## src/rtl/soc_bus_config.svh

```systemverilog
`ifndef SOC_BUS_CONFIG_SVH
`define SOC_BUS_CONFIG_SVH

// On-chip RAM depth, as address width in words
`define SOC_RAM_AW 10

// Boot ROM depth, as address width in words
`define SOC_ROM_AW 4

// Serial bit time in clock cycles
`define SOC_UART_CLKS_PER_BIT 16

// Width of the device select code
`define SOC_SEL_W 4

`endif

```

## src/rtl/soc_bus_pkg.sv

```systemverilog
`default_nettype none

`include "soc_bus_config.svh"

package soc_bus_pkg;

	// Device select codes on the master port
	typedef enum logic [`SOC_SEL_W-1:0] {
		ZERO      = 0,
		RAM       = 1,
		ROM       = 2,
		FLASH     = 3,
		VGA       = 4,
		UART      = 5,
		UART_STAT = 6,
		DIGSEG    = 7,
		PS2       = 8
	} dev_sel_e;

	// Address, write data and read data word
	typedef logic [31:0] word_t;

endpackage

`default_nettype wire

```

## src/rtl/periph_if.sv

```systemverilog
`default_nettype none

interface periph_if;
	import soc_bus_pkg::*;

	// Single-cycle request strobe
	logic  req;
	logic  we;
	word_t addr;
	word_t wdata;
	// Valid in the ack cycle
	word_t rdata;
	logic  ack;

	modport bus (
		output req, we, addr, wdata,
		input  rdata, ack
	);

	modport dev (
		input  req, we, addr, wdata,
		output rdata, ack
	);

endinterface

`default_nettype wire

```

## src/rtl/uart.sv

```systemverilog
`default_nettype none

`include "soc_bus_config.svh"

module uart (
	input  wire logic clk,
	input  wire logic reset_i,
	periph_if.dev     dev,
	output logic      tx_busy_o,
	output logic      rx_ready_o,
	output logic      txd_o,
	input  wire logic rxd_i
);
	import soc_bus_pkg::*;

	localparam int ClksPerBit = `SOC_UART_CLKS_PER_BIT;
	localparam int CntW       = $clog2(ClksPerBit);

	logic [CntW-1:0] tx_cnt;
	logic [3:0]      tx_bit;
	logic [8:0]      tx_shift;
	logic [7:0]      wr_byte;
	logic            wr_pend;
	logic            tx_go;

	logic [1:0]      rx_sync;
	logic            rx_active;
	logic [CntW-1:0] rx_cnt;
	logic [3:0]      rx_bit;
	logic [7:0]      rx_shift;
	logic [7:0]      rx_byte;
	logic            rd_pend;
	logic            rd_go;

	logic            ack_q;
	word_t           rdata_q;

	assign tx_go = wr_pend && !tx_busy_o;
	assign rd_go = rd_pend && rx_ready_o;

	// Transmitter, 8N1
	always_ff @(posedge clk) begin
		if (reset_i) begin
			tx_busy_o <= 1'b0;
			txd_o     <= 1'b1;
			tx_cnt    <= '0;
			tx_bit    <= '0;
			wr_pend   <= 1'b0;
		end else if (tx_go) begin
			tx_busy_o <= 1'b1;
			txd_o     <= 1'b0;
			tx_shift  <= {1'b1, wr_byte};
			tx_cnt    <= '0;
			tx_bit    <= '0;
			wr_pend   <= 1'b0;
		end else begin
			if (dev.req && dev.we) begin
				wr_pend <= 1'b1;
				wr_byte <= dev.wdata[7:0];
			end
			if (tx_busy_o) begin
				tx_cnt <= tx_cnt + 1'b1;
				if (tx_cnt == CntW'(ClksPerBit - 1)) begin
					tx_cnt <= '0;
					if (tx_bit == 4'd9) begin
						tx_busy_o <= 1'b0;
					end else begin
						txd_o    <= tx_shift[0];
						tx_shift <= {1'b1, tx_shift[8:1]};
						tx_bit   <= tx_bit + 1'b1;
					end
				end
			end
		end
	end

	// Receiver, sampled mid-bit
	always_ff @(posedge clk) begin
		if (reset_i) begin
			rx_sync    <= 2'b11;
			rx_active  <= 1'b0;
			rx_cnt     <= '0;
			rx_bit     <= '0;
			rx_ready_o <= 1'b0;
			rd_pend    <= 1'b0;
		end else begin
			rx_sync <= {rx_sync[0], rxd_i};
			if (dev.req && !dev.we) begin
				rd_pend <= 1'b1;
			end
			if (rd_go) begin
				rd_pend    <= 1'b0;
				rx_ready_o <= 1'b0;
			end
			if (!rx_active) begin
				if (!rx_sync[1]) begin
					rx_active <= 1'b1;
					rx_cnt    <= '0;
					rx_bit    <= '0;
				end
			end else begin
				rx_cnt <= rx_cnt + 1'b1;
				if (rx_cnt == CntW'(ClksPerBit / 2 - 1)) begin
					if (rx_bit == 4'd0 && rx_sync[1]) begin
						rx_active <= 1'b0;
					end else if (rx_bit == 4'd9) begin
						// Stop bit reached, free for the next start edge
						rx_active  <= 1'b0;
						rx_byte    <= rx_shift;
						rx_ready_o <= 1'b1;
					end else if (rx_bit != 4'd0) begin
						rx_shift <= {rx_sync[1], rx_shift[7:1]};
					end
				end
				if (rx_cnt == CntW'(ClksPerBit - 1)) begin
					rx_cnt <= '0;
					rx_bit <= rx_bit + 1'b1;
				end
			end
		end
	end

	always_ff @(posedge clk) begin
		if (reset_i) begin
			ack_q <= 1'b0;
		end else begin
			ack_q <= tx_go || rd_go;
		end
	end

	always_ff @(posedge clk) begin
		if (rd_go) begin
			rdata_q <= {24'b0, rx_byte};
		end
	end

	assign dev.ack   = ack_q;
	assign dev.rdata = rdata_q;

	line_idle_high: assert property (
		@(posedge clk) disable iff (reset_i) !tx_busy_o |-> txd_o
	);

endmodule

`default_nettype wire

```

## src/flat_wrapper.sv

```systemverilog
// flat-port wrapper written by rule: the top's interface ports become plain ports
module uart_flat import soc_bus_pkg::*;
  (clk, reset_i, tx_busy_o, rx_ready_o, txd_o, rxd_i, dev_req, dev_we, dev_addr, dev_wdata, dev_rdata, dev_ack);
  periph_if dev_i ();
  input  wire logic clk;
  input  wire logic reset_i;
  output logic tx_busy_o;
  output logic rx_ready_o;
  output logic txd_o;
  input  wire logic rxd_i;
  input wire logic [$bits(dev_i.req)-1:0] dev_req;
  input wire logic [$bits(dev_i.we)-1:0] dev_we;
  input wire logic [$bits(dev_i.addr)-1:0] dev_addr;
  input wire logic [$bits(dev_i.wdata)-1:0] dev_wdata;
  output wire logic [$bits(dev_i.rdata)-1:0] dev_rdata;
  output wire logic [$bits(dev_i.ack)-1:0] dev_ack;
  assign dev_i.req = dev_req;
  assign dev_i.we = dev_we;
  assign dev_i.addr = dev_addr;
  assign dev_i.wdata = dev_wdata;
  assign dev_rdata = dev_i.rdata;
  assign dev_ack = dev_i.ack;
  uart u_core (.clk(clk), .reset_i(reset_i), .dev(dev_i), .tx_busy_o(tx_busy_o), .rx_ready_o(rx_ready_o), .txd_o(txd_o), .rxd_i(rxd_i));
endmodule
```

## config.mk

```make
export PLATFORM = sky130hd
export DESIGN_NAME = uart_flat
export DESIGN_NICKNAME = d
export VERILOG_FILES = /design/src/rtl/soc_bus_pkg.sv /design/src/rtl/periph_if.sv /design/src/rtl/uart.sv /design/src/flat_wrapper.sv
export VERILOG_INCLUDE_DIRS = /design/src /design/src/rtl
export SDC_FILE = /design/constraint.sdc
export NUM_CORES = 1
export LEC_CHECK = 0
export BUFFER_PORTS_ARGS = -buffer_cell sky130_fd_sc_hd__buf_2
export CAP_MARGIN = 20
export CORE_MARGIN = 4
export CORE_UTILIZATION = 43
export DETAILED_ROUTE_END_ITERATION = 12
export PLACE_DENSITY = 0.86
export SLEW_MARGIN = 20
export SYNTH_ARGS = -nofsm -noshare
export SYNTH_HDL_FRONTEND = slang
export SYNTH_SLANG_ARGS = --single-unit
```

## constraint.sdc

```tcl
create_clock -name clk -period 2.1 [get_ports clk]
set_clock_uncertainty 0.2 [all_clocks]
set_input_delay 0.315 -clock clk [delete_from_list [all_inputs] [get_ports clk]]
set_output_delay 0.315 -clock clk [all_outputs]
set_load 0.05 [all_outputs]
```

After elaboration in Yosys (flattened, before gate mapping)

Index checks and enable logic that the tools add are counted.

Bits in writable memories: 0
Register bits after elaboration: 66
Word-level logic and storage cells: 84
Output and inout port bits: 36
Latch bits: 0
ROM bits: 0
Memories kept: 0

Mux-type cells: 28
Div/mod/pow operators: 0
Equal/unequal tests: 8
Shift operators: 0
Reductions and logical operators: 21
$mul: 0
Add/sub/neg operators: 4
$lt $le $gt $ge: 0
Bitwise gates (word level): 5

Operator list:

| cell                  | number |
|---|---|
| $mux W9               | 3 |
| $mux W4               | 6 |
| $mux W1               | 18 |
| $add A4 B1 Y4 const B | 4 |
| $eq A4 B4 Y1 const B  | 4 |
| $reduce_and A3 Y1     | 3 |
| $mux W8               | 1 |
| $reduce_and A6 Y1     | 1 |
| $logic_and A1 B1 Y1   | 5 |
| $not A1 Y1            | 5 |
| $reduce_and A5 Y1     | 1 |
| $eq A4 B3 Y1 const B  | 1 |
| $logic_not A4 Y1      | 1 |
| $ne A2 B2 Y1 const B  | 2 |
| $reduce_and A4 Y1     | 1 |
| $reduce_bool A2 Y1    | 2 |
| $reduce_bool A4 Y1    | 1 |
| $reduce_or A2 Y1      | 2 |
| $logic_not A1 Y1      | 2 |
| $ne A2 B1 Y1 const B  | 1 |
| $reduce_and A2 Y1     | 1 |
| $logic_or A1 B1 Y1    | 1 |

Longest topological paths before layout

Gate-level depths: netlist of run 1.

Depth in word-level cells: 6
Depth in mapped cells: 5
Mapped depth without buffers: 5

Worst setup path after synthesis of run 1

OpenSTA, ideal clock, no wires.

Kind: reg-to-reg
From: register u_core.rx_cnt[0]
To: register u_core.rx_byte[0] (enable)
Stages on the path, launching flop included: 5
Path slack: -127 ps
Required time: 1517 ps
Buffers on the path: 0
Arrival time: 1643 ps
Clock period less this slack: 2227 ps
Cell sequence: dfxtp_1 ha_1 nand2_1 or3_1 nor3_1

Word-level cells in the longest chain between the ends: 2

RTL lines:

| item                               | line        | text |
|---|---|---|
| start: declaration                 | uart.sv:28  | `logic [CntW-1:0] rx_cnt;` |
| start signal: assignment           | uart.sv:102 | `rx_cnt <= rx_cnt + 1'b1;` |
| $eq A4 B3 Y1                       | uart.sv:103 | `if (rx_cnt == CntW'(ClksPerBit / 2 - 1)) begin` |
| $reduce_and A5 Y1 (no source line) | --          |  |
| end signal: assignment             | uart.sv:109 | `rx_byte <= rx_shift;` |
| end: declaration                   | uart.sv:31  | `logic [7:0] rx_byte;` |

Every way passes these cells.
A chain may end at the register's enable or synchronous reset.

Final worst setup path of run 1

From: register u_core.tx_cnt[0]
To: register u_core.tx_shift[7] (enable)

Word-level cells in the longest chain between the ends: 3

RTL lines:

| item                                | line       | text |
|---|---|---|
| start: declaration                  | uart.sv:19 | `logic [CntW-1:0] tx_cnt;` |
| start signal: assignment            | uart.sv:62 | `tx_cnt <= tx_cnt + 1'b1;` |
| $eq A4 B4 Y1                        | uart.sv:63 | `if (tx_cnt == CntW'(ClksPerBit - 1)) begin` |
| $reduce_bool A2 Y1 (no source line) | --         |  |
| $reduce_and A4 Y1 (no source line)  | --         |  |
| end signal: assignment              | uart.sv:52 | `tx_shift <= {1'b1, wr_byte};` |
| end signal: assignment              | uart.sv:69 | `tx_shift <= {1'b1, tx_shift[8:1]};` |
| end: declaration                    | uart.sv:21 | `logic [8:0] tx_shift;` |

Every way passes these cells.

==> results of run 1 <==
worst max-delay path: stages (launching register included):
cell and delay, ps:
dfxtp_1 390, ha_1 200, and4_1 260, nand2_1 110, a21oi_2 410
per-stage QoR:
stage | cells | instance area (sq um) | power (mW)
2_1_floorplan | 251 | 2790 | 1.61
3_5_place_dp | 330 | 2870 | 1.61
6_report | 355 | 3150 | 2.62
4_1_cts | 355 | 3150 | 2.65
3_3_place_gp | 330 | 2870 | 1.61
5_1_grt | 355 | 3150 | 2.74
cells by family after synthesis:
group | share of synthesized area [%]
simple gates | 15.7
mux | 0.373
xor+xnor | 0.326
other cells | 0.140
compound gates | 8.15
fa+ha+maj | 3.26
buf+inv | 8.71
flops | 63.4
Yosys cell counts, types with 2 or more instances:
library cell,number,area share (%)
edfxtp_1,40,45
nand2_1,33,4.6
buf_4,26,7.3
dfxtp_1,25,19
a21oi_1,18,3.4
nor2_1,8,1.1
ha_1,7,3.3
inv_1,5,0.70
nand2b_1,5,1.2
nand3_1,5,0.93
nand3b_1,5,1.4
o21ai_0,5,0.93
nor2b_1,4,0.93
or3_1,4,0.93
a211oi_1,3,0.84
clkbuf_1,3,0.42
nor3_1,3,0.56
a311oi_1,2,0.65
and4_1,2,0.65
nand4_1,2,0.47
o31ai_1,2,0.56
or2_2,2,0.47
or4_1,2,0.56
placed cells by master, fill, tap and decap left out, types with 2 or more instances in the layout:
cell type and n:
clkinvlp_4 2, a21oi_1 17, conb_1 24, o21ai_0 5, nand4_1 2, nand3_1 5, clkbuf_8 9, dlygate4sd3_1 9
nand3b_1 5, buf_4 10, nand2b_1 5, nor2_1 7, edfxtp_1 40, clkinv_4 2, nand2_1 33, o31ai_1 2
and4_1 2, a311oi_1 2, nor3_1 2, or4_1 2, ha_1 7, buf_2 24, a211oi_1 3, or3_1 4
dfxtp_1 25, inv_1 5, nor2b_1 4, or2_2 2
flip-flops by register name, summed over array words and instances (netlist names), 8 cells and up:
| name | count |
|---|---|
| u_core.dev.rdata | 8 |
| u_core.rx_byte | 8 |
| u_core.rx_shift | 8 |
| u_core.tx_shift | 8 |
| u_core.wr_byte | 8 |
timing repair:
| item | 4_1_cts | 5_1_grt |
|---|---|---|
| hold buffers | 9 | 0 |
| gates resized for setup | 0 | 0 |
| hold endpoints to repair | 9 | 0 |
metal layers:
layer,vias up,global-route usage [%],routed length [um]
li1,863,-,-
met1,816,14.3,1910
met2,64,21.3,2190
met3,11,5.68,354
met4,0,5.52,82
met5,-,0,0
power groups by stage:
stage | Combinational, mW | Sequential (mW) | Clock [mW]
floorplan | 0.189 | 1.42 | 0
global placement | 0.200 | 1.41 | 0
detailed placement | 0.204 | 1.41 | 0
CTS | 0.217 | 1.38 | 1.05
global route | 0.235 | 1.38 | 1.13
finish | 0.219 | 1.38 | 1.02
path summary, 6_finish.rpt:
path | start | endpoint | slack, ps | cells past startpoint
min | dev_we | u_core.wr_pend$_SDFFE_PP0P_ | 50 | 3
min reg2reg | u_core.rx_sync[0]$_SDFF_PP1_ | u_core.rx_sync[1]$_SDFF_PP1_ | 210 | 1
max reg2reg | u_core.tx_cnt[0]$_SDFFE_PP0P_ | u_core.tx_shift[7]$_SDFFCE_PN1P_ | 190 | 4
max | u_core.tx_cnt[0]$_SDFFE_PP0P_ | u_core.tx_shift[7]$_SDFFCE_PN1P_ | 190 | 4
layout make-up:
| class | instances | area, sq um |
|---|---|---|
| fillers | 495 | 2840 |
| inverters | 6 | 23.8 |
| well taps | 75 | 93.8 |
| multi-input cells | 150 | 853 |
| clock buffers | 9 | 124 |
| flip-flops and latches | 65 | 1700 |
| repair buffers | 43 | 285 |
| clock inverters | 7 | 71.3 |
==> impl_metrics.tcl, run 1 <==
set metrics [dict create \
    synth_cell_types 40 \
    fin_nets 351 \
    grt_max_degree 16 \
    yosysSeqAreaShare_pct 63.4 \
    min_path_type "in -> reg" \
    syn_inst 228 \
    overflow 0 \
    wl_per_cell_um 12.8 \
    switching_power_mw 0.656 \
    critPathLaunchType "flop" \
    synth.avg_cell_area_sq_um 11.8 \
    hold_slack_ps 48.8 \
    num_io_pins 105 \
    place_congestion 0.799 \
    ys_async_sr_fraction_pct 0 \
    crit_fanout 8 \
    internal_power_mw 1.97 \
    finalCritPeriodShare_pct 91.1 \
    drive_above_1_share_pct 20.4 \
    num_rows 28 \
    required_ps 1890 \
    ir_drop_mv 0.521 \
    die-area_sq_um 7570 \
    end_kind "flop" \
    swShare_pct 25.0 \
    antenna_found_initial 0 \
    die_w_um 87.0 \
    rsz0062_at_grt "false" \
    core-area_sq_um 5990 \
    clock-sinks 65 \
    leakage_nw 1.18 \
    synth_seq_cells 65 \
    first_pass_iters 4 \
    finalSetupViolations 0 \
    hold_viol 0 \
    seqPwrFrac_pct 52.7 \
    area_delta_synth_final_pct 17.4 \
    clk_latency_ps 340 \
    drcViolationCount 0 \
    setup_slack_ps 186 \
    critPathArrivalTime_ps 1700 \
    vias_per_cell 4.94 \
    place_ws_ps 222 \
    track_usage_pct 12.8 \
    synth_flop_cell "edfxtp_1" \
    grt_pass1_wl_um 7460 \
    detail-route-antenna-nets 0 \
    grt_pass1_vias 1673 \
    status "complete, no violations" \
    cts_setup_buffers 0 \
    insertedDiodeCount 0 \
    cts_tree "yes" \
    synth_edf_count 40 \
    syn-cell-area_sq_um 2690 \
    drv_cap 0 \
    fin_tns_setup_ps 0 \
    slew_viol_final 0 \
    worst-setup-path-type "reg -> reg" \
    num_vias 1754 \
    cts-htree-levels 3 \
    synth_warnings 0 \
    initial_core_util_pct 44.8 \
    timing.final.crit_period_ps 1910 \
    clockBufferDepth 2 \
    path_clk_slew_ps 70 \
    powerDensity_nw_per_um2 832 \
    numCtsBuffers 9 \
    clockRootBuffer "clkbuf_8" \
    wirelength_um 4530 \
    comb_power_share_pct 8.4 \
    die_y_um 87.0 \
    initialDrtViolationCount 67 \
    utilization_pct 52.6 \
    p_clk_share_pct 39.0 \
    dp_hpwl_um 2950 \
    numPortBuffers 24 \
    max_freq_ghz 0.523 \
]
Power figures use the tool's default switching activity.
==> run 2, diff against run 1 <==
Settings changed: PLACE_DENSITY 0.86 to 0.75.
==> impl_metrics.tcl, run 2 (synthesis gave the netlist of run 1 again) <==
set metrics [dict create \
    grt_max_degree 17 \
    hold_depth 3 \
    cts_tree "yes" \
    drcViolationCount 0 \
    clk_latency_ps 340 \
    powerDensity_nw_per_um2 829 \
    worstHoldStart "dev_req" \
    end_kind "flop" \
    mostFrequentLayoutCell "edfxtp_1" \
    num_io_pins 105 \
    finalCritPeriodShare_pct 92.0 \
    clockBufferDepth 2 \
    cpPeakStageDelay_ps 420 \
    crit_chain "ha_1 > and4_1 > nand2_1 > a21oi_2" \
    overflow 0 \
    leakage_nw 1.19 \
    ir_drop_mv 0.600 \
    timing.final.crit_period_ps 1930 \
    required_ps 1880 \
    grt_pass1_vias 1551 \
    initialDrtViolationCount 107 \
    insertedDiodeCount 0 \
    status "complete, no violations" \
    internal_power_mw 1.97 \
    swShare_pct 24.9 \
    numCtsBuffers 9 \
    num_vias 1735 \
    reg2reg_depth 4 \
    min_path_type "in -> reg" \
    dp.cells 331 \
    slowest_stage "a21oi_2" \
    fin_tns_setup_ps 0 \
    clockRootBuffer "clkbuf_8" \
    die_w_um 87.0 \
    die-area_sq_um 7570 \
    comb_power_share_pct 8.2 \
    r2r-end "u_core.tx_shift[0]$_DFFE_PP_" \
    path_delay_family "compound AO/OA/AOI/OAI gates" \
    final_cell_mix "edfxtp_1, nand2_1, dfxtp_1" \
    crit_fanout 8 \
    worst-setup-path-type "reg -> reg" \
    wl_per_cell_um 12.1 \
    dp_hpwl_um 2950 \
    antenna_found_initial 0 \
    fin_nets 352 \
    rsz0062_at_grt "false" \
    initial_core_util_pct 44.8 \
    finalSetupViolations 0 \
    max_freq_ghz 0.518 \
    grt_pass1_wl_um 7140 \
    first_pass_iters 4 \
    slew_viol_final 0 \
    cts-htree-levels 3 \
    p_clk_share_pct 39.0 \
    track_usage_pct 12.6 \
    path_clk_slew_ps 70 \
    drive_above_1_share_pct 21.0 \
    drv_cap 0 \
    hold_viol 0 \
    switching_power_mw 0.652 \
    critPathArrivalTime_ps 1710 \
    critPathLaunchType "flop" \
    cts_setup_buffers 0 \
    reg2reg_from "u_core.tx_cnt[0]$_SDFFE_PP0P_" \
    r2r_slack_ps 170 \
    area_delta_synth_final_pct 17.7 \
    wirelength_um 4300 \
    place_congestion 0.761 \
    die_y_um 87.0 \
    seqPwrFrac_pct 52.8 \
    numPortBuffers 24 \
    core-area_sq_um 5990 \
    detail-route-antenna-nets 0 \
    critical_path_buf_inv_count 0 \
    fillerInstances 518 \
    clock-sinks 65 \
    vias_per_cell 4.87 \
    hold_end "u_core.rd_pend$_SDFFE_PP0P_" \
    num_rows 28 \
    final_cells 356 \
]
[run 2: cell count changes in the layout (fill, tap and decap cells not counted), sizes merged]
cell,before,now
clkinv,4,6
clkinvlp,3,1
buf,34,35
[run 2: timing repair]
item,CTS,global route
endpoints found under the setup margin,0,0
hold buffers,9,0
gates resized for setup,0,0
endpoints found under the hold margin,9,0
[run 2: layout make-up]
type                            instances  area [sq um]  share of cell area (%)
Clock buffer                            9           124                    3.92
Tap cell                               75          93.8                    2.97
Inverter                                6          23.8                   0.752
Multi-Input combinational cell        150           853                    27.0
Timing Repair Buffer                   44           293                    9.26
Clock inverter                          7          71.3                    2.26
Sequential cell                        65          1700                    53.8
[run 2: per-layer routing]
metal | track usage [%] | part of all wire, %
met2 | 18.8 | 47
met3 | 5.77 | 6.8
met1 | 15.5 | 45
met4 | 5.81 | 1.6
met5 | 0 | 0
[run 2: worst max path at each step]
| stage | from | end | slack [ps] | cells after the start |
|---|---|---|---|---|
| final | u_core.tx_cnt[0]$_SDFFE_PP0P_ | u_core.tx_shift[0]$_DFFE_PP_ | 170 | 4 |
| after global routing | u_core.rx_cnt[0]$_SDFFE_PP0P_ | u_core.rx_byte[3]$_DFFE_PP_ | 70 | 5 |
| after CTS | u_core.tx_cnt[0]$_SDFFE_PP0P_ | u_core.tx_shift[0]$_DFFE_PP_ | 160 | 4 |
| after detailed placement | u_core.tx_cnt[0]$_SDFFE_PP0P_ | u_core.tx_shift[4]$_DFFE_PP_ | 180 | 4 |
| after global placement | u_core.rx_cnt[0]$_SDFFE_PP0P_ | u_core.rx_byte[6]$_DFFE_PP_ | 210 | 5 |
| after floorplan | u_core.tx_busy_o$_SDFF_PP0_ | u_core.tx_shift[0]$_DFFE_PP_ | 80 | 4 |
[run 2: tightest hold or removal path, delay by kind of cell]
family / cells / cell delay (ps)
buffers and inverters: 1 / 100
AND/OR/NAND/NOR: 1 / 70
AO/OA/AOI/OAI: 1 / 60
[run 2: power by group through the flow]
stage / logic (mW) / registers [mW] / clock network, mW
2_1_floorplan: 0.189 / 1.42 / 0
3_3_place_gp: 0.198 / 1.41 / 0
3_5_place_dp: 0.202 / 1.41 / 0
4_1_cts: 0.216 / 1.38 / 1.05
5_1_grt: 0.234 / 1.39 / 1.12
6_report: 0.216 / 1.38 / 1.02
[run 2: through the flow]
step | cell area [sq um] | setup slack, ps | util (%) | power, mW | hold slack [ps]
2_1_floorplan | 2790 | 85.0 | - | 1.61 | 189
3_3_place_gp | 2880 | 212 | 48.0 | 1.61 | 192
3_5_place_dp | 2880 | 177 | 48.0 | 1.61 | 195
4_1_cts | 3160 | 158 | 52.8 | 2.65 | 23.1
5_1_grt | 3160 | 72.2 | 52.8 | 2.74 | 41.2
6_report | 3160 | 168 | 52.8 | 2.62 | 39.7
==> run 3, diff against run 2 <==
Settings changed: CORE_MARGIN 4 to 5.
==> impl_metrics.tcl, run 3 (synthesis gave the netlist of run 1 again) <==
set metrics [dict create \
    drive_above_1_share_pct 20.0 \
    path_clk_slew_ps 70 \
    initialDrtViolationCount 57 \
    clockRootBuffer "clkbuf_8" \
    num_vias 1692 \
    detail-route-antenna-nets 0 \
    timing.final.crit_period_ps 1960 \
    first_pass_iters 4 \
    clockBufferDepth 2 \
    numPortBuffers 24 \
    die_w_um 89.0 \
    wirelength_um 4330 \
    vias_per_cell 4.77 \
    post_cts_resize_count 0 \
    track_usage_pct 12.2 \
    numCtsBuffers 9 \
    initial_core_util_pct 44.8 \
    critPathArrivalTime_ps 1730 \
    postCtsHoldBufs 9 \
    wl_per_cell_um 12.2 \
    max_freq_ghz 0.510 \
    clock-sinks 65 \
    finalSetupViolations 0 \
    mostFrequentLayoutCell "edfxtp_1" \
    cts-htree-levels 3 \
    critPathLaunchType "flop" \
    required_ps 1870 \
    dp_hpwl_um 2950 \
    crit_fanout 8 \
    insertedDiodeCount 0 \
    hold_depth 3 \
    num_rows 28 \
    reg2reg_depth 4 \
    fin_tns_setup_ps 0 \
    dp.cells 330 \
    hold_viol 0 \
    overflow 0 \
    rsz0062_at_grt "false" \
    die-area_sq_um 7920 \
    grt_max_degree 16 \
    core-area_sq_um 5990 \
    cts_setup_buffers 0 \
    utilization_pct 52.5 \
    finalPower_mw 2.59 \
    die_y_um 89.0 \
    num_io_pins 105 \
    place_ws_ps 184 \
    grt_pass1_wl_um 7220 \
    setup_slack_ps 139 \
    end_kind "flop" \
    leakage_nw 1.18 \
    cts_tree "yes" \
    place_congestion 0.788 \
    finalCritPeriodShare_pct 93.4 \
    final_cells 355 \
    drcViolationCount 0 \
    grt_pass1_vias 1628 \
    fillerInstances 526 \
    ir_drop_mv 0.536 \
    fin_nets 351 \
    powerDensity_nw_per_um2 825 \
    drv_cap 0 \
    min_path_type "in -> reg" \
    area_delta_synth_final_pct 17.1 \
    clk_latency_ps 330 \
    antenna_found_initial 0 \
    final_cell_mix "edfxtp_1, nand2_1, dfxtp_1" \
    worst-setup-path-type "reg -> reg" \
    status "complete, no violations" \
    slew_viol_final 0 \
]
-- run 3: cell types whose count changed in the layout (fill, tap and decap cells not counted), sizes merged --
cell / change
clkinv: -3
clkbuf: +1
buf: -1
clkinvlp: +2
-- run 3: critical path, stage by stage, from the launching register on --
cell and delay (ps):
dfxtp_1 410, ha_1 190, and4_1 270, nand2_1 110, a21oi_2 430
-- run 3: metal layers --
layer | GRT usage [%] | share of wire (%) | vias to the layer above
li1 | - | - | 861
met2 | 19.9 | 48 | 42
met1 | 14.0 | 43 | 781
met4 | 7.04 | 2.0 | 0
met5 | 0 | 0 | -
met3 | 4.33 | 6.6 | 8
-- run 3: worst paths after layout --
check / from / end / slack (ps)
min: dev_req / u_core.rd_pend$_SDFFE_PP0P_ / 60
min reg2reg: u_core.rx_sync[0]$_SDFF_PP1_ / u_core.rx_sync[1]$_SDFF_PP1_ / 210
max reg2reg: u_core.tx_cnt[0]$_SDFFE_PP0P_ / u_core.tx_shift[0]$_DFFE_PP_ / 140
max: u_core.tx_cnt[0]$_SDFFE_PP0P_ / u_core.tx_shift[0]$_DFFE_PP_ / 140
-- run 3: layout make-up --
cell class / count / area [sq um] / share of cell area, %
Clock inverter: 6 / 58.8 / 1.87
Sequential cell: 65 / 1700 / 54.1
Tap cell: 75 / 93.8 / 2.98
Timing Repair Buffer: 43 / 285 / 9.07
Clock buffer: 10 / 128 / 4.06
Multi-Input combinational cell: 150 / 853 / 27.1
Inverter: 6 / 23.8 / 0.756
-- run 3: power breakdown --
part           switching (mW)  total, mW  internal (mW)
logic                   0.163      0.217         0.0533
registers              0.0130       1.38           1.37
clock network           0.454      0.994          0.540
total                   0.630       2.59           1.96
-- run 3: stage by stage --
step | area [sq um] | hold WS [ps]
after floorplan | 2790 | 189
after global placement | 2870 | 192
after detailed placement | 2870 | 197
after CTS | 3140 | 39.8
after global routing | 3140 | 32.8
final | 3140 | 56.0
