[src/rtl/soc_bus_config.svh]
`ifndef SOC_BUS_CONFIG_SVH
`define SOC_BUS_CONFIG_SVH

// On-chip RAM depth, as address width in words
`define SOC_RAM_AW 10

// Boot ROM depth, as address width in words
`define SOC_ROM_AW 4

// Serial bit time in clock cycles
`define SOC_UART_CLKS_PER_BIT 16

// Width of the device select code
`define SOC_SEL_W 4

`endif

[src/rtl/soc_bus_pkg.sv]
`default_nettype none

`include "soc_bus_config.svh"

package soc_bus_pkg;

	// Device select codes on the master port
	typedef enum logic [`SOC_SEL_W-1:0] {
		ZERO      = 0,
		RAM       = 1,
		ROM       = 2,
		FLASH     = 3,
		VGA       = 4,
		UART      = 5,
		UART_STAT = 6,
		DIGSEG    = 7,
		PS2       = 8
	} dev_sel_e;

	// Address, write data and read data word
	typedef logic [31:0] word_t;

endpackage

`default_nettype wire

[src/rtl/periph_if.sv]
`default_nettype none

interface periph_if;
	import soc_bus_pkg::*;

	// Single-cycle request strobe
	logic  req;
	logic  we;
	word_t addr;
	word_t wdata;
	// Valid in the ack cycle
	word_t rdata;
	logic  ack;

	modport bus (
		output req, we, addr, wdata,
		input  rdata, ack
	);

	modport dev (
		input  req, we, addr, wdata,
		output rdata, ack
	);

endinterface

`default_nettype wire

[src/rtl/bus_decoder.sv]
`default_nettype none

module bus_decoder (
	input  wire logic                  clk,
	input  wire logic                  reset_i,
	input  wire logic                  wb_stb_i,
	input  wire logic                  wb_cyc_i,
	input  wire logic                  wb_we_i,
	input  wire soc_bus_pkg::dev_sel_e wb_sel_i,
	input  wire soc_bus_pkg::word_t    wb_addr_i,
	input  wire soc_bus_pkg::word_t    wb_data_i,
	output soc_bus_pkg::word_t         wb_data_o,
	output logic                       wb_ack_o,
	periph_if.bus                      ram_bus,
	periph_if.bus                      rom_bus,
	periph_if.bus                      uart_bus,
	periph_if.bus                      seg_bus,
	input  wire logic [1:0]            uart_status_i
);
	import soc_bus_pkg::*;

	typedef enum logic [1:0] {ST_IDLE, ST_WAIT, ST_DONE} state_e;

	state_e   state_q;
	dev_sel_e sel_q;
	logic     req_q;
	logic     start;
	logic     local_hit;
	word_t    local_data;
	logic     dev_ack;
	word_t    dev_rdata;

	assign start = (state_q == ST_IDLE) && wb_stb_i && wb_cyc_i;

	// Codes answered without a device
	always_comb begin
		case (wb_sel_i)
			RAM, UART, DIGSEG: local_hit = 1'b0;
			ROM:               local_hit = wb_we_i;
			default:           local_hit = 1'b1;
		endcase
	end

	// Status bit 0 is tx busy, bit 1 is rx ready
	assign local_data = (wb_sel_i == UART_STAT) ? {30'b0, uart_status_i} : '0;

	// Master holds these stable until ack
	assign ram_bus.we     = wb_we_i;
	assign ram_bus.addr   = wb_addr_i;
	assign ram_bus.wdata  = wb_data_i;
	assign rom_bus.we     = wb_we_i;
	assign rom_bus.addr   = wb_addr_i;
	assign rom_bus.wdata  = wb_data_i;
	assign uart_bus.we    = wb_we_i;
	assign uart_bus.addr  = wb_addr_i;
	assign uart_bus.wdata = wb_data_i;
	assign seg_bus.we     = wb_we_i;
	assign seg_bus.addr   = wb_addr_i;
	assign seg_bus.wdata  = wb_data_i;

	assign ram_bus.req  = req_q && (sel_q == RAM);
	assign rom_bus.req  = req_q && (sel_q == ROM);
	assign uart_bus.req = req_q && (sel_q == UART);
	assign seg_bus.req  = req_q && (sel_q == DIGSEG);

	always_comb begin
		dev_ack   = 1'b0;
		dev_rdata = '0;
		case (sel_q)
			RAM: begin
				dev_ack   = ram_bus.ack;
				dev_rdata = ram_bus.rdata;
			end
			ROM: begin
				dev_ack   = rom_bus.ack;
				dev_rdata = rom_bus.rdata;
			end
			UART: begin
				dev_ack   = uart_bus.ack;
				dev_rdata = uart_bus.rdata;
			end
			DIGSEG: begin
				dev_ack   = seg_bus.ack;
				dev_rdata = seg_bus.rdata;
			end
			default: ;
		endcase
	end

	always_ff @(posedge clk) begin
		if (reset_i) begin
			state_q  <= ST_IDLE;
			sel_q    <= ZERO;
			req_q    <= 1'b0;
			wb_ack_o <= 1'b0;
		end else begin
			req_q    <= 1'b0;
			wb_ack_o <= 1'b0;
			case (state_q)
				ST_IDLE: begin
					if (start) begin
						sel_q <= wb_sel_i;
						if (local_hit) begin
							wb_ack_o <= 1'b1;
							state_q  <= ST_DONE;
						end else begin
							req_q   <= 1'b1;
							state_q <= ST_WAIT;
						end
					end
				end
				ST_WAIT: begin
					if (dev_ack) begin
						wb_ack_o <= 1'b1;
						state_q  <= ST_DONE;
					end
				end
				// Stb still high here, skip it
				default: state_q <= ST_IDLE;
			endcase
		end
	end

	always_ff @(posedge clk) begin
		if (start && local_hit) begin
			wb_data_o <= local_data;
		end else if (state_q == ST_WAIT && dev_ack) begin
			wb_data_o <= dev_rdata;
		end
	end

	ack_single_cycle: assert property (
		@(posedge clk) disable iff (reset_i) wb_ack_o |=> !wb_ack_o
	);

	// One request per transfer, raised only on leaving idle
	req_one_device: assert property (
		@(posedge clk) disable iff (reset_i)
		(ram_bus.req || rom_bus.req || uart_bus.req || seg_bus.req) |->
			state_q == ST_WAIT && $past(state_q) == ST_IDLE
	);

endmodule

`default_nettype wire

[src/flat_wrapper.sv]
// flat-port wrapper written by rule: the top's interface ports become plain ports
module bus_decoder_flat import soc_bus_pkg::*;
  (clk, reset_i, wb_stb_i, wb_cyc_i, wb_we_i, wb_sel_i, wb_addr_i, wb_data_i, wb_data_o, wb_ack_o, uart_status_i, ram_bus_req, ram_bus_we, ram_bus_addr, ram_bus_wdata, ram_bus_rdata, ram_bus_ack, rom_bus_req, rom_bus_we, rom_bus_addr, rom_bus_wdata, rom_bus_rdata, rom_bus_ack, uart_bus_req, uart_bus_we, uart_bus_addr, uart_bus_wdata, uart_bus_rdata, uart_bus_ack, seg_bus_req, seg_bus_we, seg_bus_addr, seg_bus_wdata, seg_bus_rdata, seg_bus_ack);
  periph_if ram_bus_i ();
  periph_if rom_bus_i ();
  periph_if uart_bus_i ();
  periph_if seg_bus_i ();
  input  wire logic clk;
  input  wire logic reset_i;
  input  wire logic wb_stb_i;
  input  wire logic wb_cyc_i;
  input  wire logic wb_we_i;
  input  wire soc_bus_pkg::dev_sel_e wb_sel_i;
  input  wire soc_bus_pkg::word_t wb_addr_i;
  input  wire soc_bus_pkg::word_t wb_data_i;
  output soc_bus_pkg::word_t wb_data_o;
  output logic wb_ack_o;
  input  wire logic [1:0] uart_status_i;
  output wire logic [$bits(ram_bus_i.req)-1:0] ram_bus_req;
  output wire logic [$bits(ram_bus_i.we)-1:0] ram_bus_we;
  output wire logic [$bits(ram_bus_i.addr)-1:0] ram_bus_addr;
  output wire logic [$bits(ram_bus_i.wdata)-1:0] ram_bus_wdata;
  input wire logic [$bits(ram_bus_i.rdata)-1:0] ram_bus_rdata;
  input wire logic [$bits(ram_bus_i.ack)-1:0] ram_bus_ack;
  output wire logic [$bits(rom_bus_i.req)-1:0] rom_bus_req;
  output wire logic [$bits(rom_bus_i.we)-1:0] rom_bus_we;
  output wire logic [$bits(rom_bus_i.addr)-1:0] rom_bus_addr;
  output wire logic [$bits(rom_bus_i.wdata)-1:0] rom_bus_wdata;
  input wire logic [$bits(rom_bus_i.rdata)-1:0] rom_bus_rdata;
  input wire logic [$bits(rom_bus_i.ack)-1:0] rom_bus_ack;
  output wire logic [$bits(uart_bus_i.req)-1:0] uart_bus_req;
  output wire logic [$bits(uart_bus_i.we)-1:0] uart_bus_we;
  output wire logic [$bits(uart_bus_i.addr)-1:0] uart_bus_addr;
  output wire logic [$bits(uart_bus_i.wdata)-1:0] uart_bus_wdata;
  input wire logic [$bits(uart_bus_i.rdata)-1:0] uart_bus_rdata;
  input wire logic [$bits(uart_bus_i.ack)-1:0] uart_bus_ack;
  output wire logic [$bits(seg_bus_i.req)-1:0] seg_bus_req;
  output wire logic [$bits(seg_bus_i.we)-1:0] seg_bus_we;
  output wire logic [$bits(seg_bus_i.addr)-1:0] seg_bus_addr;
  output wire logic [$bits(seg_bus_i.wdata)-1:0] seg_bus_wdata;
  input wire logic [$bits(seg_bus_i.rdata)-1:0] seg_bus_rdata;
  input wire logic [$bits(seg_bus_i.ack)-1:0] seg_bus_ack;
  assign ram_bus_req = ram_bus_i.req;
  assign ram_bus_we = ram_bus_i.we;
  assign ram_bus_addr = ram_bus_i.addr;
  assign ram_bus_wdata = ram_bus_i.wdata;
  assign ram_bus_i.rdata = ram_bus_rdata;
  assign ram_bus_i.ack = ram_bus_ack;
  assign rom_bus_req = rom_bus_i.req;
  assign rom_bus_we = rom_bus_i.we;
  assign rom_bus_addr = rom_bus_i.addr;
  assign rom_bus_wdata = rom_bus_i.wdata;
  assign rom_bus_i.rdata = rom_bus_rdata;
  assign rom_bus_i.ack = rom_bus_ack;
  assign uart_bus_req = uart_bus_i.req;
  assign uart_bus_we = uart_bus_i.we;
  assign uart_bus_addr = uart_bus_i.addr;
  assign uart_bus_wdata = uart_bus_i.wdata;
  assign uart_bus_i.rdata = uart_bus_rdata;
  assign uart_bus_i.ack = uart_bus_ack;
  assign seg_bus_req = seg_bus_i.req;
  assign seg_bus_we = seg_bus_i.we;
  assign seg_bus_addr = seg_bus_i.addr;
  assign seg_bus_wdata = seg_bus_i.wdata;
  assign seg_bus_i.rdata = seg_bus_rdata;
  assign seg_bus_i.ack = seg_bus_ack;
  bus_decoder u_core (.clk(clk), .reset_i(reset_i), .wb_stb_i(wb_stb_i), .wb_cyc_i(wb_cyc_i), .wb_we_i(wb_we_i), .wb_sel_i(wb_sel_i), .wb_addr_i(wb_addr_i), .wb_data_i(wb_data_i), .wb_data_o(wb_data_o), .wb_ack_o(wb_ack_o), .ram_bus(ram_bus_i), .rom_bus(rom_bus_i), .uart_bus(uart_bus_i), .seg_bus(seg_bus_i), .uart_status_i(uart_status_i));
endmodule
[config.mk]
export PLATFORM = sky130hd
export DESIGN_NAME = bus_decoder_flat
export DESIGN_NICKNAME = d
export VERILOG_FILES = /design/src/rtl/soc_bus_pkg.sv /design/src/rtl/periph_if.sv /design/src/rtl/bus_decoder.sv /design/src/flat_wrapper.sv
export VERILOG_INCLUDE_DIRS = /design/src /design/src/rtl
export SDC_FILE = /design/constraint.sdc
export NUM_CORES = 1
export LEC_CHECK = 0
export ABC_AREA = 0
export ABC_CLOCK_PERIOD_IN_PS = 8000
export BUFFER_PORTS_ARGS = -buffer_cell sky130_fd_sc_hd__buf_4
export CAP_MARGIN = 20
export CORE_AREA = 2 2 196 198
export CTS_BUF_LIST = sky130_fd_sc_hd__clkbuf_8 sky130_fd_sc_hd__clkbuf_16
export CTS_CLUSTER_DIAMETER = 60
export DETAILED_ROUTE_END_ITERATION = 6
export DIE_AREA = 0 0 198 200
export PLACE_DENSITY = 0.39
export SYNTH_ARGS = -nofsm -noshare
export SYNTH_HDL_FRONTEND = slang
export SYNTH_SLANG_ARGS = --single-unit
export TNS_END_PERCENT = 20
[constraint.sdc]
create_clock -name clk -period 8 [get_ports clk]
set_input_delay 2.4 -clock clk [delete_from_list [all_inputs] [get_ports clk]]
set_output_delay 2.4 -clock clk [all_outputs]
set_load 0.02 [all_outputs]
---- Yosys cells after proc, flatten, opt, wreduce, memory -nomap -nowiden ----
Index checks and enable logic that the tools add are counted.
cells by class
  eq/ne operators ......................... 12
  muxes and demuxes ....................... 15
  bitwise logic cells ..................... 2
  reduce and logical (&&, ||, !) cells .... 14
operators with widths
  kind                  count
  $pmux W32 S4          1
  $mux W32              2
  $eq A4 B3 Y1 const B  5
  $eq A4 B1 Y1 const B  2
  $eq A4 B2 Y1 const B  2
  $logic_and A1 B1 Y1   8
  $mux W2               4
  $reduce_or A3 Y1      2
  $mux W1               4
  $ne A2 B1 Y1 const B  2
  $pmux W1 S2           2
  $pmux W1 S4           1
  $pmux W2 S2           1
  $reduce_and A2 Y1     2
  $eq A2 B1 Y1 const B  1
  $logic_not A2 Y1      1
  $not A1 Y1            2
  $reduce_bool A2 Y1    1
storage, ports and cells
  bits in registers ....................... 40
  input bits .............................. 207

---- Longest topological paths before layout ----
Gate-level depths: netlist (run 1).
  depth after elaboration ................. 6
  mapped depth ............................ 6
  mapped depth without buffers ............ 4

---- Least setup slack after synthesis (run 1) ----
Ideal clock, no wire load.
  path type ............................... input -> register
  start point ............................. input rom_bus_ack
  end point ............................... register u_core.wb_data_o[0] (enable)
  arrival time ............................ 5.036 ns
  required time ........................... 7.534 ns
  setup slack ............................. 2.498 ns
  stages .................................. 4
  buffers on the path ..................... 0
  path through ............................ nand2_1 o21ai_0 a222oi_1 o21ai_0
on the way
  cells in the longest elaborated chain, start to end .. 3
ends and longest elaborated chain
  item                                 line                RTL
  start: declaration                   flat_wrapper.sv:30  input wire logic [$bits(rom_bus_i.ack)-1:0] rom_bus_ack;
  $pmux W1 S4                          bus_decoder.sv:69   case (sel_q)
  $logic_and A1 B1 Y1                  bus_decoder.sv:127  end else if (state_q == ST_WAIT && dev_ack) begin
  $reduce_bool A2 Y1 (no source line)  n/a
  end signal: assignment               bus_decoder.sv:126  wb_data_o <= local_data;
  end signal: assignment               bus_decoder.sv:128  wb_data_o <= dev_rdata;
  end: declaration                     bus_decoder.sv:12   output soc_bus_pkg::word_t wb_data_o,
No other way between the ends.
A chain may end at the register's enable or synchronous reset.

---- Worst setup path in the final report (run 1) ----
  start point ............................. input wb_we_i
  end point ............................... output ram_bus_we
RTL lines
  item                line                RTL
  start: declaration  flat_wrapper.sv:12  input wire logic wb_we_i;
  end: declaration    flat_wrapper.sv:20  output wire logic [$bits(ram_bus_i.we)-1:0] ram_bus_we;
No word-level cell between the ends.

==> results of run 1 <==
==> kinds of logic after synthesis <==
kind of cell / synth area share (%)
buffers and inverters: 51.4
muxes: 0.949
AOI/OAI and AO/OA: 13.3
DFF: 26.6
xor gates and xnor gates: 0.208
and+or+nand+nor: 7.53
==> per-layer routing <==
| metal | wire length, um | global-route usage, % | up-vias |
|---|---|---|---|
| met2 | 8200 | 13.5 | 399 |
| met1 | 4230 | 5.18 | 1155 |
| met5 | 0 | 0 | - |
| met4 | 489 | 3.23 | 0 |
| met3 | 3430 | 6.27 | 20 |
| li1 | - | - | 1171 |
==> area by class of cell <==
cell class | instances | area [um2] | share of cell area (%)
clock buffers | 5 | 125 | 2.91
clock inverters | 3 | 38.8 | 0.903
inverters | 1 | 3.75 | 0.0874
multi-input cells | 140 | 957 | 22.3
flip-flops and latches | 40 | 1120 | 26.1
well taps | 511 | 639 | 14.9
repair buffers | 188 | 1410 | 32.8
==> metrics by stage <==
step | hold WS (ns) | instance area [um2] | cells | total power, W | utilization [%]
floorplan | 0.490 | 4220 | 462 | 0.000476 | -
global placement | 0.528 | 4130 | 880 | 0.000368 | 11.1
detailed placement | 0.528 | 4130 | 880 | 0.000369 | 11.1
CTS | 0.538 | 4300 | 888 | 0.000611 | 11.5
global route | 0.558 | 4300 | 888 | 0.000621 | 11.5
finish | 0.542 | 4300 | 888 | 0.000593 | 11.5
==> state kept, by name, summed over array words and instances, names as in the netlist <==
name,flops
u_core.state_q,2
u_core.req_q,1
u_core.wb_ack_o,1
u_core.wb_data_o,32
u_core.sel_q,4
==> power by group through the flow <==
stage          clock [W]  combinational [W]  sequential (W)
2_1_floorplan          0           0.000223        0.000253
3_3_place_gp           0           0.000124        0.000244
3_5_place_dp           0           0.000124        0.000244
4_1_cts         0.000247           0.000125        0.000240
5_1_grt         0.000250           0.000131        0.000240
6_report        0.000231           0.000122        0.000240
==> worst min path at each step <==
stage / startpoint / cells past startpoint / to
after floorplan: u_core.state_q[0]$_SDFFE_PP0P_ / 2 / u_core.state_q[1]$_SDFFE_PP0P_
after global placement: u_core.state_q[0]$_SDFFE_PP0P_ / 2 / u_core.state_q[1]$_SDFFE_PP0P_
after detailed placement: u_core.state_q[1]$_SDFFE_PP0P_ / 1 / u_core.wb_ack_o$_SDFF_PP0_
after CTS: u_core.state_q[0]$_SDFFE_PP0P_ / 2 / u_core.wb_ack_o$_SDFF_PP0_
after global routing: u_core.state_q[0]$_SDFFE_PP0P_ / 1 / u_core.state_q[0]$_SDFFE_PP0P_
final: u_core.state_q[0]$_SDFFE_PP0P_ / 2 / u_core.state_q[1]$_SDFFE_PP0P_
==> layout by cell type (no fill, tap or decap), types with 4 or more instances in the layout <==
| cell | n |
|---|---|
| buf_4 | 188 |
| nand2_1 | 35 |
| a222oi_1 | 33 |
| edfxtp_1 | 32 |
| a21oi_1 | 31 |
| nor2_1 | 8 |
| dfxtp_1 | 8 |
| clkbuf_16 | 5 |
| o21ai_0 | 4 |
| mux2i_1 | 4 |
| and2_1 | 4 |
==> reports/results.txt, run 1 <==
Critical path's slowest cell = buf_4
Core Footprint = 37400 um2
Worst Clk Skew = 0.00771 ns
Avg Synthesized Cell Area = 9.13 um2
Share of cells above drive strength 1 = 53.3%
Max-cap violations = 0
Number of port buffers = 183
Slew HR = 36.9%
Hold Fails Final Rpt = 0
Peak supply drop = 0.0000943 V
Switch Pwr = 0.000145 W
Hold Path Class = reg2reg
H-tree levels = 2
Switching Share = 24.5%
Via Count = 2745
Gr usage total = 7.31%
Worst Max-Slew Pin Slew = 0.947 ns
Detailed-route DRC error count = 0
Root buf cell = clkbuf_16
Req. time, crit path = 5.60 ns
Aggregate routed wire length = 16.4 mm
Post-DP HPWL = 13.7 mm
Final setup margin = 2.91 ns
Area grow syn2layout = 1.87%
FFs w/ async S/R, synth = 0%
Worst R2R Path Depth = 4
Reg2Reg Launch Point = u_core.sel_q[2]$_SDFFE_PP0N_
I/O pin total = 504
Setup Viol. Count Final = 0
Area contributors post-synth = buf_4, edfxtp_1, a222oi_1
PwrDens = 138 nW/um2
Placer Congestion = 0.650
Clock Sinks = 40
Vias in the first global route = 2555
Synth top cells by count = buf_4, nand2_1, a222oi_1
CP Launch Type = input pin
Post-synth EDFFs = 32
Final Net Count = 583
CTS hold repair buffers = 0
Comb power frac = 20.6%
Max Freq = 197 MHz
Setup_tns = 0 ns
Die X = 198 um
DRT antenna net count = 0
First-pass GRT wire length = 19.9 mm
LEAKAGE = 1.53 nW
Filler cells = 4310
Syn nets = 669
Worst setup path end = ram_bus_we
# rows = 71
CTS tree = built
RSZ-0062 raised after global routing = false
WS Path Type = in2out
Distinct cell type count after synthesis = 32
Crit-path cells = buf_4 -> buf_4
Cells after synthesis = 462
CP max stage delay = 0.15 ns
Initial antenna violation count = 0
Seq pwr share = 40.4%
Drt pass-1 iters = 6
Total grt overflow = 0
Largest net degree at the start of global routing = 35
Worst-Skew Late Latency = 0.28 ns
Main synth FF type = edfxtp_1
Mapped Area = 4220 um2
P_int = 0.000448 W
Ys Warns = 0
Post-synthesis sequential element count = 40
Cts repair resizes = 0
FF-to-FF End = u_core.wb_data_o[4]$_SDFFCE_PN0P_
Setup crit start = wb_we_i
DRT iter0 DRCs = 135
Setup WS pre-CTS = 2.91 ns
CP top delay family = buffers and inverters
Status = complete, no violations
Slack of the worst reg-to-reg path = 5.11 ns
Most instantiated library cell after synthesis = buf_4
CTS Buf Count = 5
Starting Density = 11.3%
WP depth = 2
Die Y = 200 um
Final Critical Period = 5.09 ns
Critical path capture point type = output pin
Register area share after synthesis = 26.6%
Cell mode on critical path = buf_4
Clock Power Share = 39.0%
Avg WL per Cell = 18.4 um
Diodes inserted = 0
CP max FO = 6
Area of the die = 39600 um2
Clk pin slew, worst setup/hold paths = 0.06 ns
Vias/cell = 3.09
Post-synth top area share = 46.6%
Slew Viols, Final = 0
Post-CTS Setup Inserts = 0
Yosys top cell by area = buf_4
Final Cycle Share = 63.6%
CP bufs+invs = 2
Worst EP arrival = 2.69 ns
Maximum clock path buffer count = 2
Note: power is estimated with default switching activity, not from simulation.
==> run 2, diff against run 1 <==
- ABC_CLOCK_PERIOD_IN_PS: 8000 -> 4200
- PLACE_DENSITY: 0.39 -> 0.4
- clock period: 8 -> 4.2 ns (I/O delays scaled with it)
==> reports/results.txt, run 2 (synthesis results as in run 1) <==
Hold path depth = 1
Diodes inserted = 0
Peak supply drop = 0.000234 V
WS Path Type = reg2out
HP Start = u_core.state_q[0]$_SDFFE_PP0P_
Aggregate routed wire length = 16.5 mm
Vias/cell = 3.09
# rows = 71
Filler cells = 4282
Placed cells = 880
Commonest non-fill, non-tap cell in the layout = buf_4
Clk pin slew, worst setup/hold paths = 0.06 ns
Starting Density = 11.3%
Die Y = 200 um
Initial antenna violation count = 0
Final Cycle Share = 78.1%
Setup WS pre-CTS = 1.20 ns
Worst EP arrival = 2.02 ns
DRT iter0 DRCs = 181
Commonest non-fill, non-tap cells in the layout = buf_4, nand2_1, a222oi_1
Gr usage total = 7.43%
Critical path capture point type = output pin
Design Area, Final = 4300 um2
Clock Sinks = 40
Area grow syn2layout = 1.87%
CTS Buf Count = 5
Post-CTS Setup Inserts = 0
Max Freq = 305 MHz
Hold Path Sink = u_core.state_q[0]$_SDFFE_PP0P_
I/O pin total = 504
Met3 usage = 5.07%
Drt pass-1 iters = 5
Area of the die = 39600 um2
Avg WL per Cell = 18.6 um
Multi-input logic area = 957 um2
Core Footprint = 37400 um2
Global Route met2 Usage = 14.2%
CTS hold repair buffers = 0
Setup_tns = 0 ns
Worst Clk Skew = 0.00310 ns
Largest net degree at the start of global routing = 35
RSZ-0062 raised after global routing = false
CP max FO = 34
Hold Fails Final Rpt = 0
Root buf cell = clkbuf_16
Placer Congestion = 0.721
LEAKAGE = 1.53 nW
Area after DPL = 4130 um2
Cts repair resizes = 0
Worst R2R Path Depth = 4
Die X = 198 um
Max FFs per register = 32
Largest Register = u_core.wb_data_o
First-pass GRT wire length = 20.6 mm
Max-cap violations = 0
Req. time, crit path = 2.94 ns
Filler-free cell count of the finished design = 888
Largest registers = u_core.wb_data_o (32), u_core.sel_q (4), u_core.state_q (2)
Share of cells above drive strength 1 = 53.3%
H-tree levels = 2
Grt peak-use layer = met2
Slack of the worst reg-to-reg path = 1.51 ns
Setup Viol. Count Final = 0
Met1 Use GR = 5.54%
PwrDens = 261 nW/um2
DRT antenna net count = 0
Total grt overflow = 0
CTS tree = built
CP Launch Type = flop
FF-to-FF End = u_core.wb_data_o[3]$_SDFFCE_PN0P_
Final Critical Period = 3.28 ns
Reg2Reg Launch Point = u_core.sel_q[2]$_SDFFE_PP0N_
Final Net Count = 583
Via Count = 2743
Detailed-route DRC error count = 0
Vias in the first global route = 2700
Hold Path Class = reg2reg
Worst-Skew Late Latency = 0.28 ns
CP max stage delay = 0.82 ns
Slew Viols, Final = 0
Final setup margin = 0.919 ns
Hold WS = 0.569 ns
Sequential Area = 1120 um2
Status = complete, no violations
Worst Max-Slew Pin Slew = 0.798 ns
Slew HR = 46.8%
Crit-path cells = and4bb_2 -> and2_1 -> buf_4
Post-DP HPWL = 14.1 mm
Critical path's slowest cell = and4bb_2
Maximum clock path buffer count = 2
Number of port buffers = 183
## run 2: cell counts in the layout (fill, tap and decap cells not counted)
No cell type changed its count.
## run 2: area by class of cell
cell class	count	area share [%]
clock inverters	3	0.903
clock buffers	5	2.91
well taps	511	14.9
inverters	1	0.0874
flip-flops and latches	40	26.1
multi-input cells	140	22.3
repair buffers	188	32.8
## run 2: how the worst max path moves through the flow
| stage | start | end | slack [ns] | cells after the start |
|---|---|---|---|---|
| 6_report | u_core.sel_q[2]$_SDFFE_PP0N_ | uart_bus_req | 0.92 | 3 |
| 5_1_grt | u_core.sel_q[2]$_SDFFE_PP0N_ | uart_bus_req | 0.80 | 3 |
| 4_1_cts | u_core.sel_q[2]$_SDFFE_PP0N_ | uart_bus_req | 0.89 | 3 |
| 3_5_place_dp | u_core.sel_q[2]$_SDFFE_PP0N_ | uart_bus_req | 1.20 | 3 |
| 3_3_place_gp | u_core.sel_q[2]$_SDFFE_PP0N_ | uart_bus_req | 1.23 | 3 |
| 2_1_floorplan | rom_bus_ack | u_core.wb_data_o[0]$_DFFE_PP_ | 0.71 | 4 |
## run 2: metal layers
metal	part of all wire (%)	wire (um)
met4	3.6	588
met1	28	4590
met2	51	8490
met3	17	2850
met5	0	0
## run 2: power breakdown
group | internal, W | switching [W] | total (W)
clock network | 0.000277 | 0.000153 | 0.000430
registers | 0.000446 | 0.0000116 | 0.000458
logic | 0.000129 | 0.000104 | 0.000233
## run 2: worst max-delay path, delay by kind of cell, from the launching register on
kind	cells	cell delay, ns
and+or+nand+nor	2	1.05
DFF	1	0.53
buffers and inverters	1	0.14
## run 2: through the flow
stage | power [W] | utilization (%)
after floorplan | 0.000907 | -
after global placement | 0.000704 | 11.1
after detailed placement | 0.000703 | 11.1
after CTS | 0.00115 | 11.5
after global routing | 0.00117 | 11.5
final | 0.00112 | 11.5
==> run 3, diff against run 2 <==
- ABC_CLOCK_PERIOD_IN_PS: 4200 -> 2700
- clock period: 4.2 -> 2.7 ns (I/O delays scaled with it)
==> reports/results.txt, run 3 (synthesis results as in run 1) <==
Status = complete, no violations
First-pass GRT wire length = 20.2 mm
I/O pin total = 504
Clk pin slew, worst setup/hold paths = 0.06 ns
Commonest non-fill, non-tap cell in the layout = buf_4
RSZ-0062 raised after global routing = false
Crit-path cells = and4bb_2 -> and2_1 -> buf_4
WS Path Type = reg2out
Largest Register = u_core.wb_data_o
H-tree levels = 2
Largest net degree at the start of global routing = 33
Worst EP arrival = 1.48 ns
Clock Sinks = 40
Diodes inserted = 0
PwrDens = 405 nW/um2
Sequential Area = 1120 um2
Final Critical Period = 2.29 ns
# rows = 71
Gr usage total = 7.38%
Setup_tns = 0 ns
Via Count = 2731
Starting Density = 11.3%
Worst-Skew Late Latency = 0.28 ns
Core Footprint = 37400 um2
Worst Clk Skew = 0.00579 ns
Multi-input logic area = 957 um2
CTS tree = built
Maximum clock path buffer count = 2
Die X = 198 um
Drt pass-1 iters = 5
Setup WS pre-CTS = 0.281 ns
Req. time, crit path = 1.89 ns
Number of port buffers = 183
Hold Fails Final Rpt = 0
Initial antenna violation count = 0
Avg WL per Cell = 18.3 um
Commonest non-fill, non-tap cells in the layout = buf_4, nand2_1, a222oi_1
Final setup margin = 0.406 ns
CP Launch Type = flop
Setup Viol. Count Final = 0
Detailed-route DRC error count = 0
Share of cells above drive strength 1 = 53.8%
Filler cells = 4296
Final Net Count = 587
Max Freq = 436 MHz
CTS Buf Count = 5
Placer Congestion = 0.737
Root buf cell = clkbuf_16
Final Cycle Share = 85.0%
Vias in the first global route = 2612
Largest registers = u_core.wb_data_o (32), u_core.sel_q (4), u_core.state_q (2)
Cts repair resizes = 0
DRT antenna net count = 0
Slew HR = 63.7%
DRT iter0 DRCs = 153
CTS hold repair buffers = 0
Area of the die = 39600 um2
CP max stage delay = 0.54 ns
CP bufs+invs = 1
LEAKAGE = 1.55 nW
Die Y = 200 um
Critical path's slowest cell = dfxtp_1
Max FFs per register = 32
Post-CTS Setup Inserts = 0
Critical path capture point type = output pin
Peak supply drop = 0.000285 V
Total grt overflow = 0
CP max FO = 7
Aggregate routed wire length = 16.4 mm
Hold Path Class = reg2reg
Vias/cell = 3.06
Post-DP HPWL = 14.2 mm
Worst Max-Slew Pin Slew = 0.537 ns
Area grow syn2layout = 2.88%
Max-cap violations = 0
Slew Viols, Final = 0
CP top delay family = flip-flops
==> run 3: changes by cell type in the layout (fill, tap and decap cells not counted) <==
cell | previous run | this run
buf_4 | 188 | 191
buf_12 | 0 | 1
==> run 3: layer usage <==
metal  global-route usage [%]  share of wire, %
met3                     6.13                20
met2                     13.7                50
met5                     1.23              0.45
met4                     3.43               3.4
met1                     5.15                26
==> run 3: power by group <==
group / internal, W / switching (W)
Sequential: 0.000694 / 0.0000176
Clock: 0.000431 / 0.000247
Combinational: 0.000204 / 0.000161
==> run 3: final cells by class <==
cell class              count  share of cell area [%]
clock buffers               5                    2.88
clock inverters             3                   0.894
repair buffers            192                    33.5
well taps                 511                    14.7
inverters                   1                  0.0865
multi-input cells         140                    22.1
flip-flops and latches     40                    25.8
==> run 3: per-stage QoR <==
stage | hold WS [ns] | cell area [um2] | utilization (%) | total power [W] | cells
after floorplan | 0.491 | 4220 | - | 0.00141 | 462
after global placement | 0.558 | 4180 | 11.2 | 0.00110 | 884
after detailed placement | 0.557 | 4180 | 11.2 | 0.00110 | 884
after CTS | 0.566 | 4340 | 11.6 | 0.00180 | 892
after global routing | 0.597 | 4340 | 11.6 | 0.00184 | 892
final | 0.572 | 4340 | 11.6 | 0.00176 | 892
==> run 3: worst register-to-register path, delay by kind of cell (launching register included) <==
kind            cells  cell delay [ns]
simple gates        1             0.38
compound gates      2             0.39
buf+inv             2             0.41
flops               1             0.54
==> run 3: path summary, 6_finish.rpt <==
check / from / to / cells after the start / slack (ns)
worst min register to register: u_core.state_q[0]$_SDFFE_PP0P_ / u_core.state_q[1]$_SDFFE_PP0P_ / 2 / 0.57
worst min-delay path: u_core.state_q[0]$_SDFFE_PP0P_ / u_core.state_q[1]$_SDFFE_PP0P_ / 2 / 0.57
worst max-delay path: u_core.sel_q[2]$_SDFFE_PP0N_ / uart_bus_req / 3 / 0.41
worst max register to register: u_core.sel_q[2]$_SDFFE_PP0N_ / u_core.wb_data_o[10]$_SDFFCE_PN0P_ / 5 / 0.65
